===== src/source/decodeSettings.svh =====
`ifndef DECODE_SETTINGS_SVH
`define DECODE_SETTINGS_SVH

`define XLEN 32
`define REG_ADDR_WIDTH 5
`define OPCODE_WIDTH 7

// Extra cycles allowed beyond the trace length
`define TIMEOUT_MARGIN 16

`endif


===== src/source/decodePkg.sv =====
`include "decodeSettings.svh"

package decodePkg;

    typedef enum logic [`OPCODE_WIDTH-1:0] {
        opLoad    = 7'h03,
        opMiscMem = 7'h0F,
        opAluImm  = 7'h13,
        opAuipc   = 7'h17,
        opStore   = 7'h23,
        opAluReg  = 7'h33,
        opLui     = 7'h37,
        opBranch  = 7'h63,
        opJalr    = 7'h67,
        opJal     = 7'h6F,
        opSystem  = 7'h73
    } opcodeValue;

    typedef enum logic [3:0] {
        aluAdd  = 4'd0,
        aluSub  = 4'd1,
        aluAnd  = 4'd2,
        aluOr   = 4'd3,
        aluXor  = 4'd4,
        aluSll  = 4'd5,
        aluSrl  = 4'd6,
        aluSra  = 4'd7,
        aluSlt  = 4'd8,
        aluSltu = 4'd9
    } aluOp;

    typedef enum logic [1:0] {
        srcRs1Rs2  = 2'd0,
        srcRs1Imm  = 2'd1,
        srcPcImm   = 2'd2,
        srcZeroImm = 2'd3
    } aluSourceSel;

    typedef enum logic [1:0] {
        wbNone    = 2'd0,
        wbAlu     = 2'd1,
        wbMemory  = 2'd2,
        wbPcPlus4 = 2'd3
    } writebackSel;

    typedef enum logic [2:0] {
        branchNone = 3'd0,
        branchEq   = 3'd1,
        branchNe   = 3'd2,
        branchLt   = 3'd3,
        branchGe   = 3'd4,
        branchLtu  = 3'd5,
        branchGeu  = 3'd6
    } branchCond;

    typedef enum logic [1:0] {
        jumpNone = 2'd0,
        jumpJal  = 2'd1,
        jumpJalr = 2'd2
    } jumpKind;

    typedef enum logic [2:0] {
        immNone = 3'd0,
        immI    = 3'd1,
        immS    = 3'd2,
        immB    = 3'd3,
        immU    = 3'd4,
        immJ    = 3'd5
    } immFormat;

    // Five causes need three bits
    typedef enum logic [2:0] {
        trapNone        = 3'd0,
        trapIllegal     = 3'd1,
        trapEcall       = 3'd2,
        trapEbreak      = 3'd3,
        trapAccessFault = 3'd4
    } trapCause;

    typedef enum logic [1:0] {
        memByte = 2'b00,
        memHalf = 2'b01,
        memWord = 2'b11
    } memWidth;

    typedef struct packed {
        logic [6:0]                 funct7;
        logic [`REG_ADDR_WIDTH-1:0] rs2;
        logic [`REG_ADDR_WIDTH-1:0] rs1;
        logic [2:0]                 funct3;
        logic [`REG_ADDR_WIDTH-1:0] rd;
        logic [`OPCODE_WIDTH-1:0]   opcode;
    } rFormatFields;

    typedef struct packed {
        logic [11:0]                immediate;
        logic [`REG_ADDR_WIDTH-1:0] rs1;
        logic [2:0]                 funct3;
        logic [`REG_ADDR_WIDTH-1:0] rd;
        logic [`OPCODE_WIDTH-1:0]   opcode;
    } iFormatFields;

    typedef struct packed {
        logic [6:0]                 immediateHigh;
        logic [`REG_ADDR_WIDTH-1:0] rs2;
        logic [`REG_ADDR_WIDTH-1:0] rs1;
        logic [2:0]                 funct3;
        logic [4:0]                 immediateLow;
        logic [`OPCODE_WIDTH-1:0]   opcode;
    } sFormatFields;

    // Immediate slices shared by the B, U and J layouts
    typedef struct packed {
        logic                     signBit;
        logic [5:0]               bits30To25;
        logic [3:0]               bits24To21;
        logic                     bit20;
        logic [7:0]               bits19To12;
        logic [3:0]               bits11To8;
        logic                     bit7;
        logic [`OPCODE_WIDTH-1:0] opcode;
    } bujFormatFields;

    typedef union packed {
        rFormatFields   rType;
        iFormatFields   iType;
        sFormatFields   sType;
        bujFormatFields bujType;
    } instructionWord;

endpackage


===== src/source/instructionDecoder.sv =====
`include "decodeSettings.svh"

module instructionDecoder (
    input  decodePkg::instructionWord     instruction,
    input  logic                          fetchAccessFault,
    input  logic [`XLEN-1:0]              programCounter,
    output logic [`REG_ADDR_WIDTH-1:0]    readAddress1,
    output logic [`REG_ADDR_WIDTH-1:0]    readAddress2,
    output logic [`REG_ADDR_WIDTH-1:0]    destinationRegister,
    output decodePkg::aluOp               aluOperation,
    output decodePkg::aluSourceSel        aluSource,
    output decodePkg::writebackSel        writeback,
    output decodePkg::branchCond          branch,
    output decodePkg::jumpKind            jump,
    output decodePkg::immFormat           format,
    output logic                          memoryRead,
    output logic                          memoryWrite,
    output logic                          memorySigned,
    output decodePkg::memWidth            memoryWidth,
    output decodePkg::trapCause           trap,
    output logic [`XLEN-1:0]              faultingAddress
);

    decodePkg::opcodeValue opcode;
    logic [2:0] funct3;
    logic [6:0] funct7;

    assign opcode = decodePkg::opcodeValue'(instruction.rType.opcode);
    assign funct3 = instruction.rType.funct3;
    assign funct7 = instruction.rType.funct7;

    always_comb begin
        readAddress1 = '0;
        readAddress2 = '0;
        destinationRegister = '0;
        aluOperation = decodePkg::aluAdd;
        aluSource = decodePkg::srcRs1Rs2;
        writeback = decodePkg::wbNone;
        branch = decodePkg::branchNone;
        jump = decodePkg::jumpNone;
        format = decodePkg::immNone;
        memoryRead = 1'b0;
        memoryWrite = 1'b0;
        memorySigned = 1'b0;
        memoryWidth = decodePkg::memByte;
        trap = decodePkg::trapNone;
        faultingAddress = '0;
        case (opcode)
            decodePkg::opAluReg: begin
                destinationRegister = instruction.rType.rd;
                readAddress1 = instruction.rType.rs1;
                readAddress2 = instruction.rType.rs2;
                writeback = decodePkg::wbAlu;
                case ({funct7, funct3})
                    10'b0000000_000: aluOperation = decodePkg::aluAdd;
                    10'b0100000_000: aluOperation = decodePkg::aluSub;
                    10'b0000000_111: aluOperation = decodePkg::aluAnd;
                    10'b0000000_110: aluOperation = decodePkg::aluOr;
                    10'b0000000_100: aluOperation = decodePkg::aluXor;
                    10'b0000000_001: aluOperation = decodePkg::aluSll;
                    10'b0000000_101: aluOperation = decodePkg::aluSrl;
                    10'b0100000_101: aluOperation = decodePkg::aluSra;
                    10'b0000000_010: aluOperation = decodePkg::aluSlt;
                    10'b0000000_011: aluOperation = decodePkg::aluSltu;
                    default: trap = decodePkg::trapIllegal;
                endcase
            end
            decodePkg::opAluImm: begin
                destinationRegister = instruction.rType.rd;
                readAddress1 = instruction.rType.rs1;
                aluSource = decodePkg::srcRs1Imm;
                writeback = decodePkg::wbAlu;
                format = decodePkg::immI;
                case (funct3)
                    3'b000: aluOperation = decodePkg::aluAdd;
                    3'b010: aluOperation = decodePkg::aluSlt;
                    3'b011: aluOperation = decodePkg::aluSltu;
                    3'b100: aluOperation = decodePkg::aluXor;
                    3'b110: aluOperation = decodePkg::aluOr;
                    3'b111: aluOperation = decodePkg::aluAnd;
                    3'b001: begin
                        aluOperation = decodePkg::aluSll;
                        if (funct7 != 7'b0000000)
                            trap = decodePkg::trapIllegal;
                    end
                    default: begin // SRLI or SRAI
                        if (funct7 == 7'b0000000)
                            aluOperation = decodePkg::aluSrl;
                        else if (funct7 == 7'b0100000)
                            aluOperation = decodePkg::aluSra;
                        else
                            trap = decodePkg::trapIllegal;
                    end
                endcase
            end
            decodePkg::opLoad: begin
                destinationRegister = instruction.rType.rd;
                readAddress1 = instruction.rType.rs1;
                aluSource = decodePkg::srcRs1Imm;
                writeback = decodePkg::wbMemory;
                format = decodePkg::immI;
                memoryRead = 1'b1;
                memorySigned = !funct3[2]; // LBU and LHU zero-extend
                case (funct3)
                    3'b000, 3'b100: memoryWidth = decodePkg::memByte;
                    3'b001, 3'b101: memoryWidth = decodePkg::memHalf;
                    3'b010: memoryWidth = decodePkg::memWord;
                    default: trap = decodePkg::trapIllegal;
                endcase
            end
            decodePkg::opStore: begin
                readAddress1 = instruction.rType.rs1;
                readAddress2 = instruction.rType.rs2;
                aluSource = decodePkg::srcRs1Imm;
                format = decodePkg::immS;
                memoryWrite = 1'b1;
                case (funct3)
                    3'b000: memoryWidth = decodePkg::memByte;
                    3'b001: memoryWidth = decodePkg::memHalf;
                    3'b010: memoryWidth = decodePkg::memWord;
                    default: trap = decodePkg::trapIllegal;
                endcase
            end
            decodePkg::opBranch: begin
                readAddress1 = instruction.rType.rs1;
                readAddress2 = instruction.rType.rs2;
                aluSource = decodePkg::srcPcImm;
                format = decodePkg::immB;
                case (funct3)
                    3'b000: branch = decodePkg::branchEq;
                    3'b001: branch = decodePkg::branchNe;
                    3'b100: branch = decodePkg::branchLt;
                    3'b101: branch = decodePkg::branchGe;
                    3'b110: branch = decodePkg::branchLtu;
                    3'b111: branch = decodePkg::branchGeu;
                    default: trap = decodePkg::trapIllegal;
                endcase
            end
            decodePkg::opLui, decodePkg::opAuipc: begin
                destinationRegister = instruction.rType.rd;
                writeback = decodePkg::wbAlu;
                format = decodePkg::immU;
                if (opcode == decodePkg::opLui)
                    aluSource = decodePkg::srcZeroImm;
                else
                    aluSource = decodePkg::srcPcImm;
            end
            decodePkg::opJal: begin
                destinationRegister = instruction.rType.rd;
                aluSource = decodePkg::srcPcImm;
                writeback = decodePkg::wbPcPlus4;
                jump = decodePkg::jumpJal;
                format = decodePkg::immJ;
            end
            decodePkg::opJalr: begin
                destinationRegister = instruction.rType.rd;
                readAddress1 = instruction.rType.rs1;
                aluSource = decodePkg::srcRs1Imm;
                writeback = decodePkg::wbPcPlus4;
                jump = decodePkg::jumpJalr;
                format = decodePkg::immI;
                if (funct3 != 3'b000)
                    trap = decodePkg::trapIllegal;
            end
            decodePkg::opMiscMem: begin
                if (funct3[2:1] != 2'b00) // FENCE and FENCE.I only
                    trap = decodePkg::trapIllegal;
            end
            decodePkg::opSystem: begin
                destinationRegister = instruction.rType.rd;
                readAddress1 = instruction.rType.rs1;
                case (instruction)
                    32'h00000073: trap = decodePkg::trapEcall;
                    32'h00100073: trap = decodePkg::trapEbreak;
                    32'h10500073: ; // WFI
                    default: trap = decodePkg::trapIllegal; // CSR access and MRET
                endcase
            end
            default: trap = decodePkg::trapIllegal;
        endcase
        if (trap == decodePkg::trapIllegal) begin
            format = decodePkg::immNone;
            faultingAddress = instruction;
        end
        if (fetchAccessFault) begin // Fetch fault outranks decode
            trap = decodePkg::trapAccessFault;
            faultingAddress = programCounter;
        end
    end

endmodule


===== src/source/immediateGenerator.sv =====
`include "decodeSettings.svh"

module immediateGenerator (
    input  decodePkg::instructionWord instruction,
    input  decodePkg::immFormat       format,
    output logic [`XLEN-1:0]          immediate
);

    logic sign;

    assign sign = instruction.bujType.signBit; // Bit 31 in every format

    always_comb begin
        case (format)
            decodePkg::immI: immediate = {{(`XLEN-12){sign}}, instruction.iType.immediate};
            decodePkg::immS: immediate = {{(`XLEN-12){sign}},
                                          instruction.sType.immediateHigh,
                                          instruction.sType.immediateLow};
            decodePkg::immB: immediate = {{(`XLEN-12){sign}},
                                          instruction.bujType.bit7,
                                          instruction.bujType.bits30To25,
                                          instruction.bujType.bits11To8,
                                          1'b0};
            decodePkg::immU: immediate = {sign,
                                          instruction.bujType.bits30To25,
                                          instruction.bujType.bits24To21,
                                          instruction.bujType.bit20,
                                          instruction.bujType.bits19To12,
                                          12'd0};
            decodePkg::immJ: immediate = {{(`XLEN-20){sign}},
                                          instruction.bujType.bits19To12,
                                          instruction.bujType.bit20,
                                          instruction.bujType.bits30To25,
                                          instruction.bujType.bits24To21,
                                          1'b0};
            default: immediate = '0;
        endcase
    end

endmodule


===== src/source/decodeExecuteRegister.sv =====
`include "decodeSettings.svh"

module decodeExecuteRegister (
    input  logic                          clock,
    input  logic                          reset,
    input  logic                          stall,
    input  logic                          flush,
    input  logic                          fetchValid,
    input  logic [`XLEN-1:0]              programCounter,
    input  logic [`REG_ADDR_WIDTH-1:0]    destinationRegister,
    input  decodePkg::aluOp               aluOperation,
    input  decodePkg::aluSourceSel        aluSource,
    input  decodePkg::writebackSel        writeback,
    input  decodePkg::branchCond          branch,
    input  decodePkg::jumpKind            jump,
    input  decodePkg::immFormat           format,
    input  logic                          memoryRead,
    input  logic                          memoryWrite,
    input  logic                          memorySigned,
    input  decodePkg::memWidth            memoryWidth,
    input  decodePkg::trapCause           trap,
    input  logic [`XLEN-1:0]              faultingAddress,
    input  logic [`XLEN-1:0]              immediate,
    output logic                          executeValid,
    output logic [`XLEN-1:0]              executeProgramCounter,
    output logic [`REG_ADDR_WIDTH-1:0]    executeDestinationRegister,
    output decodePkg::aluOp               executeAluOperation,
    output decodePkg::aluSourceSel        executeAluSource,
    output decodePkg::writebackSel        executeWriteback,
    output decodePkg::branchCond          executeBranch,
    output decodePkg::jumpKind            executeJump,
    output decodePkg::immFormat           executeFormat,
    output logic                          executeMemoryRead,
    output logic                          executeMemoryWrite,
    output logic                          executeMemorySigned,
    output decodePkg::memWidth            executeMemoryWidth,
    output decodePkg::trapCause           executeTrap,
    output logic [`XLEN-1:0]              executeFaultingAddress,
    output logic [`XLEN-1:0]              executeImmediate
);

    logic squash;

    assign squash = fetchValid && trap != decodePkg::trapNone;

    always_ff @(posedge clock) begin
        if (reset) begin
            executeValid <= 1'b0;
            executeProgramCounter <= '0;
            executeDestinationRegister <= '0;
            executeAluOperation <= decodePkg::aluAdd;
            executeAluSource <= decodePkg::srcRs1Rs2;
            executeWriteback <= decodePkg::wbNone;
            executeBranch <= decodePkg::branchNone;
            executeJump <= decodePkg::jumpNone;
            executeFormat <= decodePkg::immNone;
            executeMemoryRead <= 1'b0;
            executeMemoryWrite <= 1'b0;
            executeMemorySigned <= 1'b0;
            executeMemoryWidth <= decodePkg::memByte;
            executeTrap <= decodePkg::trapNone;
            executeFaultingAddress <= '0;
            executeImmediate <= '0;
        end else if (flush) begin
            executeValid <= 1'b0; // Payload left as is
        end else if (!stall) begin
            executeValid <= fetchValid;
            executeProgramCounter <= programCounter;
            executeDestinationRegister <= squash ? '0 : destinationRegister;
            executeAluOperation <= aluOperation;
            executeAluSource <= aluSource;
            executeWriteback <= squash ? decodePkg::wbNone : writeback;
            executeBranch <= branch;
            executeJump <= jump;
            executeFormat <= format;
            executeMemoryRead <= memoryRead && !squash;
            executeMemoryWrite <= memoryWrite && !squash;
            executeMemorySigned <= memorySigned;
            executeMemoryWidth <= memoryWidth;
            executeTrap <= trap;
            executeFaultingAddress <= faultingAddress;
            executeImmediate <= immediate;
        end
    end

    flushClearsValid: assert property (@(posedge clock) disable iff (reset)
        flush |=> !executeValid);

    trapBlocksMemory: assert property (@(posedge clock) disable iff (reset)
        executeValid && executeTrap != decodePkg::trapNone
            |-> !executeMemoryRead && !executeMemoryWrite);

    stallHoldsOutputs: assert property (@(posedge clock) disable iff (reset)
        stall && !flush |=> $stable({executeValid, executeProgramCounter,
            executeDestinationRegister, executeAluOperation, executeAluSource,
            executeWriteback, executeBranch, executeJump, executeFormat,
            executeMemoryRead, executeMemoryWrite, executeMemorySigned,
            executeMemoryWidth, executeTrap, executeFaultingAddress,
            executeImmediate}));

endmodule


===== src/source/decodeStage.sv =====
`include "decodeSettings.svh"

module decodeStage (
    input  logic                          clock,
    input  logic                          reset,
    input  logic                          fetchValid,
    input  logic                          fetchAccessFault,
    input  decodePkg::instructionWord     instruction,
    input  logic [`XLEN-1:0]              programCounter,
    input  logic                          stall,
    input  logic                          flush,
    output logic [`REG_ADDR_WIDTH-1:0]    readAddress1,
    output logic [`REG_ADDR_WIDTH-1:0]    readAddress2,
    output logic                          executeValid,
    output logic [`XLEN-1:0]              executeProgramCounter,
    output logic [`REG_ADDR_WIDTH-1:0]    executeDestinationRegister,
    output decodePkg::aluOp               executeAluOperation,
    output decodePkg::aluSourceSel        executeAluSource,
    output decodePkg::writebackSel        executeWriteback,
    output decodePkg::branchCond          executeBranch,
    output decodePkg::jumpKind            executeJump,
    output decodePkg::immFormat           executeFormat,
    output logic                          executeMemoryRead,
    output logic                          executeMemoryWrite,
    output logic                          executeMemorySigned,
    output decodePkg::memWidth            executeMemoryWidth,
    output decodePkg::trapCause           executeTrap,
    output logic [`XLEN-1:0]              executeFaultingAddress,
    output logic [`XLEN-1:0]              executeImmediate
);

    logic [`REG_ADDR_WIDTH-1:0] destinationRegister;
    decodePkg::aluOp            aluOperation;
    decodePkg::aluSourceSel     aluSource;
    decodePkg::writebackSel     writeback;
    decodePkg::branchCond       branch;
    decodePkg::jumpKind         jump;
    decodePkg::immFormat        format;
    logic                       memoryRead;
    logic                       memoryWrite;
    logic                       memorySigned;
    decodePkg::memWidth         memoryWidth;
    decodePkg::trapCause        trap;
    logic [`XLEN-1:0]           faultingAddress;
    logic [`XLEN-1:0]           immediate;

    // Ports and wires share names throughout
    instructionDecoder u_decoder (.*);

    immediateGenerator u_immediate (.*);

    decodeExecuteRegister u_register (.*);

endmodule


===== config.mk =====
export PLATFORM = sky130hd
export DESIGN_NAME = decodeStage
export DESIGN_NICKNAME = d
export VERILOG_FILES = /design/src/source/decodePkg.sv /design/src/source/instructionDecoder.sv /design/src/source/immediateGenerator.sv /design/src/source/decodeExecuteRegister.sv /design/src/source/decodeStage.sv
export VERILOG_INCLUDE_DIRS = /design/src /design/src/source
export SDC_FILE = /design/constraint.sdc
export NUM_CORES = 1
export LEC_CHECK = 0
export BUFFER_PORTS_ARGS = -buffer_cell sky130_fd_sc_hd__buf_2
export CORE_ASPECT_RATIO = 0.75
export CORE_MARGIN = 2
export CORE_UTILIZATION = 45
export DETAILED_ROUTE_END_ITERATION = 16
export GPL_TIMING_DRIVEN = 0
export PLACE_DENSITY = 0.73
export SKIP_LAST_GASP = 1
export SYNTH_ARGS = -nofsm -noshare
export SYNTH_HDL_FRONTEND = slang
export SYNTH_SLANG_ARGS = --single-unit

===== constraint.sdc =====
create_clock -name clock -period 2.2 [get_ports clock]
set_input_delay 0.44 -clock clock [delete_from_list [all_inputs] [get_ports clock]]
set_output_delay 0.44 -clock clock [all_outputs]
set_load 0.03 [all_outputs]

==> run metrics <==
Top Usage Layer GRT met2; Pleak 3.52 nW; endpoints failing setup 16; Final Routed Wirelength 20800 um; Area growth, synth to finish 37.2%; Core ar. 0.0122 mm2; die area 0.0134 mm2; placed cell area 0.00687 mm2; post-synthesis average cell area 7.94 um2; failing checks negative setup slack; RSZ-0062 raised after global routing true; hold path startpoint flush; Post-Synth XOR/XNOR Area 0.00313; Clock Latency Late Sink 420 ps; total power 5.82 mW; GP Congestion 0.952; Synth Instances 705; Netlist cell types 58; first-pass GRT wire length 31800 um; routed len/inst 18.6 um; total track usage 0.309; HPWL after detailed placement 15500 um; largest family of logic cells by synthesized area compound AO/OA/AOI/OAI gates; TNS Setup -549 ps; TritonCTS clock tree done; fillers 1109; vias in the first global route 5564; Worst Tran Pin Value 783 ps; min Tclk post-route 2270 ps; reg2reg start u_register.executeImmediate[22]; post-synthesis simple-gate area fraction 0.239; met1 usage 0.443; vias per cell 5.62; Final Hold Vio Count 0; clk slew on worst S/H paths 60 ps; Compound-Gate Fraction of Synth Area 0.246; Worst EP arrival 2580 ps; met3 Usage GRT 0.0830; final worst slack -71.8 ps; DR vias 6272; critical path class input port to register; # IOs 206; met2 Track Usage GR 0.448; max-cap violation count 0; Clock Sinks 126; Period Utilization, post-route 1.03; Hold Path Class input port to register; top post-synthesis cells by area dfxtp_1, nand2_1, a21oi_1; #FFs+latches synth 126; dominant cell type by area after synthesis dfxtp_1; cell area after synthesis 0.00560 mm2; slew margin rel. 0.478; initial antenna violation count 0; Syn Nets 775; Power Dens Cells 758 mW/mm2; DRC viols 0; Pre-antenna DRT Iters 5; die width 133 um; CTS Buffer Depth 2; cell depth of the worst flop-to-flop path 2; root buf cell clkbuf_16; max-slew violations 0; Non-Filler Instances 1117; Final nets 1009; # hold bufs at CTS 0; CP startpoint kind input port; Post-synth EDFFs 0; ys async rst share 0; number of routed nets with antenna violations 0; Initial Utilization 0.458; largest net degree at the start of global routing 17; design area 0.00768 mm2; Synth Area in Adders 0; required time of the critical path 2510 ps; Worst Hold Path Cells 2; IR drop worst, VDD 0.531 mV; CP Capture Type register; Synth top area share 0.451; mux contribution to synthesized area 0.0107; worst-path maximum fanout 10; status complete, but fails checks; predominant post-synthesis flop cell dfxtp_1; count of input and output buffers 200; final clock skew 0 ps; yosys synthesis warning count 0; share of cells above drive strength 1 0.320; grt total ovfl 0; post-synthesis sequential area ratio 0.451; std cell rows 35; drt initial violations 593; crit path launch instruction[12]; Antenna diodes 0; number of H-tree levels 4; Die H 101 um; placed cells 1071; Fmax achieved 0.440 GHz; cts bufs inserted 17
## worst paths after layout
path,to,slack [ps]
max,u_register.executeImmediate[13],-70
min,u_register.executeValid,240
max reg2reg,u_register.executeImmediate[22],1420
min reg2reg,u_register.executeDestinationRegister[1],450
## where the power goes
part	switching (mW)	internal [mW]
registers	0.0366	2.35
clock network	1.10	1.58
logic	0.529	0.225
## flip-flops by register name (all words and copies together) (netlist names), 3 cells and up
name	count
u_register.executeBranch	3
u_register.executeTrap	3
u_register.executeAluOperation	4
u_register.executeFormat	3
u_register.executeFaultingAddress	32
u_register.executeProgramCounter	32
u_register.executeImmediate	32
u_register.executeDestinationRegister	5
## through the flow
stage                     hold slack [ps]   util  setup WS, ps
after CTS                             226  0.612          1.20
final                                 240  0.629         -71.8
after floorplan                       519      -         -89.2
after detailed placement              436  0.562          -565
after global placement                434  0.562          -547
after global routing                  261  0.629         -94.5
## critical path: stages
cell	delay, ps
buf_2	170
clkbuf_1	480
nor2_1	100
o2bb2ai_1	160
nand3_1	90
nand4_1	160
buf_4	160
nor3_4	50
buf_12	150
o2111a_4	340
a221o_1	270
## logic make-up (layout without fill, tap and decap cells)
group | after synthesis | count (layout)
AO/OA/AOI/OAI | 221 | 221
XOR/XNOR | 2 | 2
flip-flops | 126 | 126
multiplexers | 6 | 6
buffers and inverters | 71 | 317
AND/OR/NAND/NOR | 279 | 279
## what timing repair did
action	CTS	global route
endpoints found under the setup margin	66	81
hold endpoints to repair	0	0
cloned	0	2
pin swaps	3	16
gates resized for setup	6	51
buffers inserted	5	10
## synth_stat cells, drive strengths merged, types with 7 or more instances
master and n:
a21oi 89, a221o 8, a22oi 13, and2 13, and3 33, buf 13, clkbuf 47, dfxtp 126
inv 11, nand2 134, nand3 17, nor2 41, nor3 9, o21ai 68, o2bb2ai 7, or3 8
## cell usage in the layout (no fill, tap or decap), types with 9 or more instances in the layout
cell type,n
a21oi_1,87
a22oi_1,13
and2_1,12
and3_1,32
buf_2,196
buf_4,16
buf_6,9
clkbuf_1,41
clkbuf_16,17
dfxtp_1,126
inv_1,11
nand2_1,133
nand3_1,17
nor2_1,37
o21ai_0,28
o21ai_1,21
o21ai_2,19
## cell type report
cell class	count	area (um2)	area share
multi-input cells	508	2890	0.376
flip-flops and latches	126	2520	0.328
plain buffers	58	290	0.0378
clock inverters	12	113	0.0147
clock buffers	19	443	0.0577
repair buffers	217	1170	0.153
well taps	166	208	0.0270
inverters	11	41.3	0.00537
## metal layers
metal	part of all wire	wire length, um
met3	0.11	2250
met1	0.46	9580
met2	0.41	8540
met4	0.022	456
met5	0	0
No activity file was read; power rests on OpenSTA's default activity.
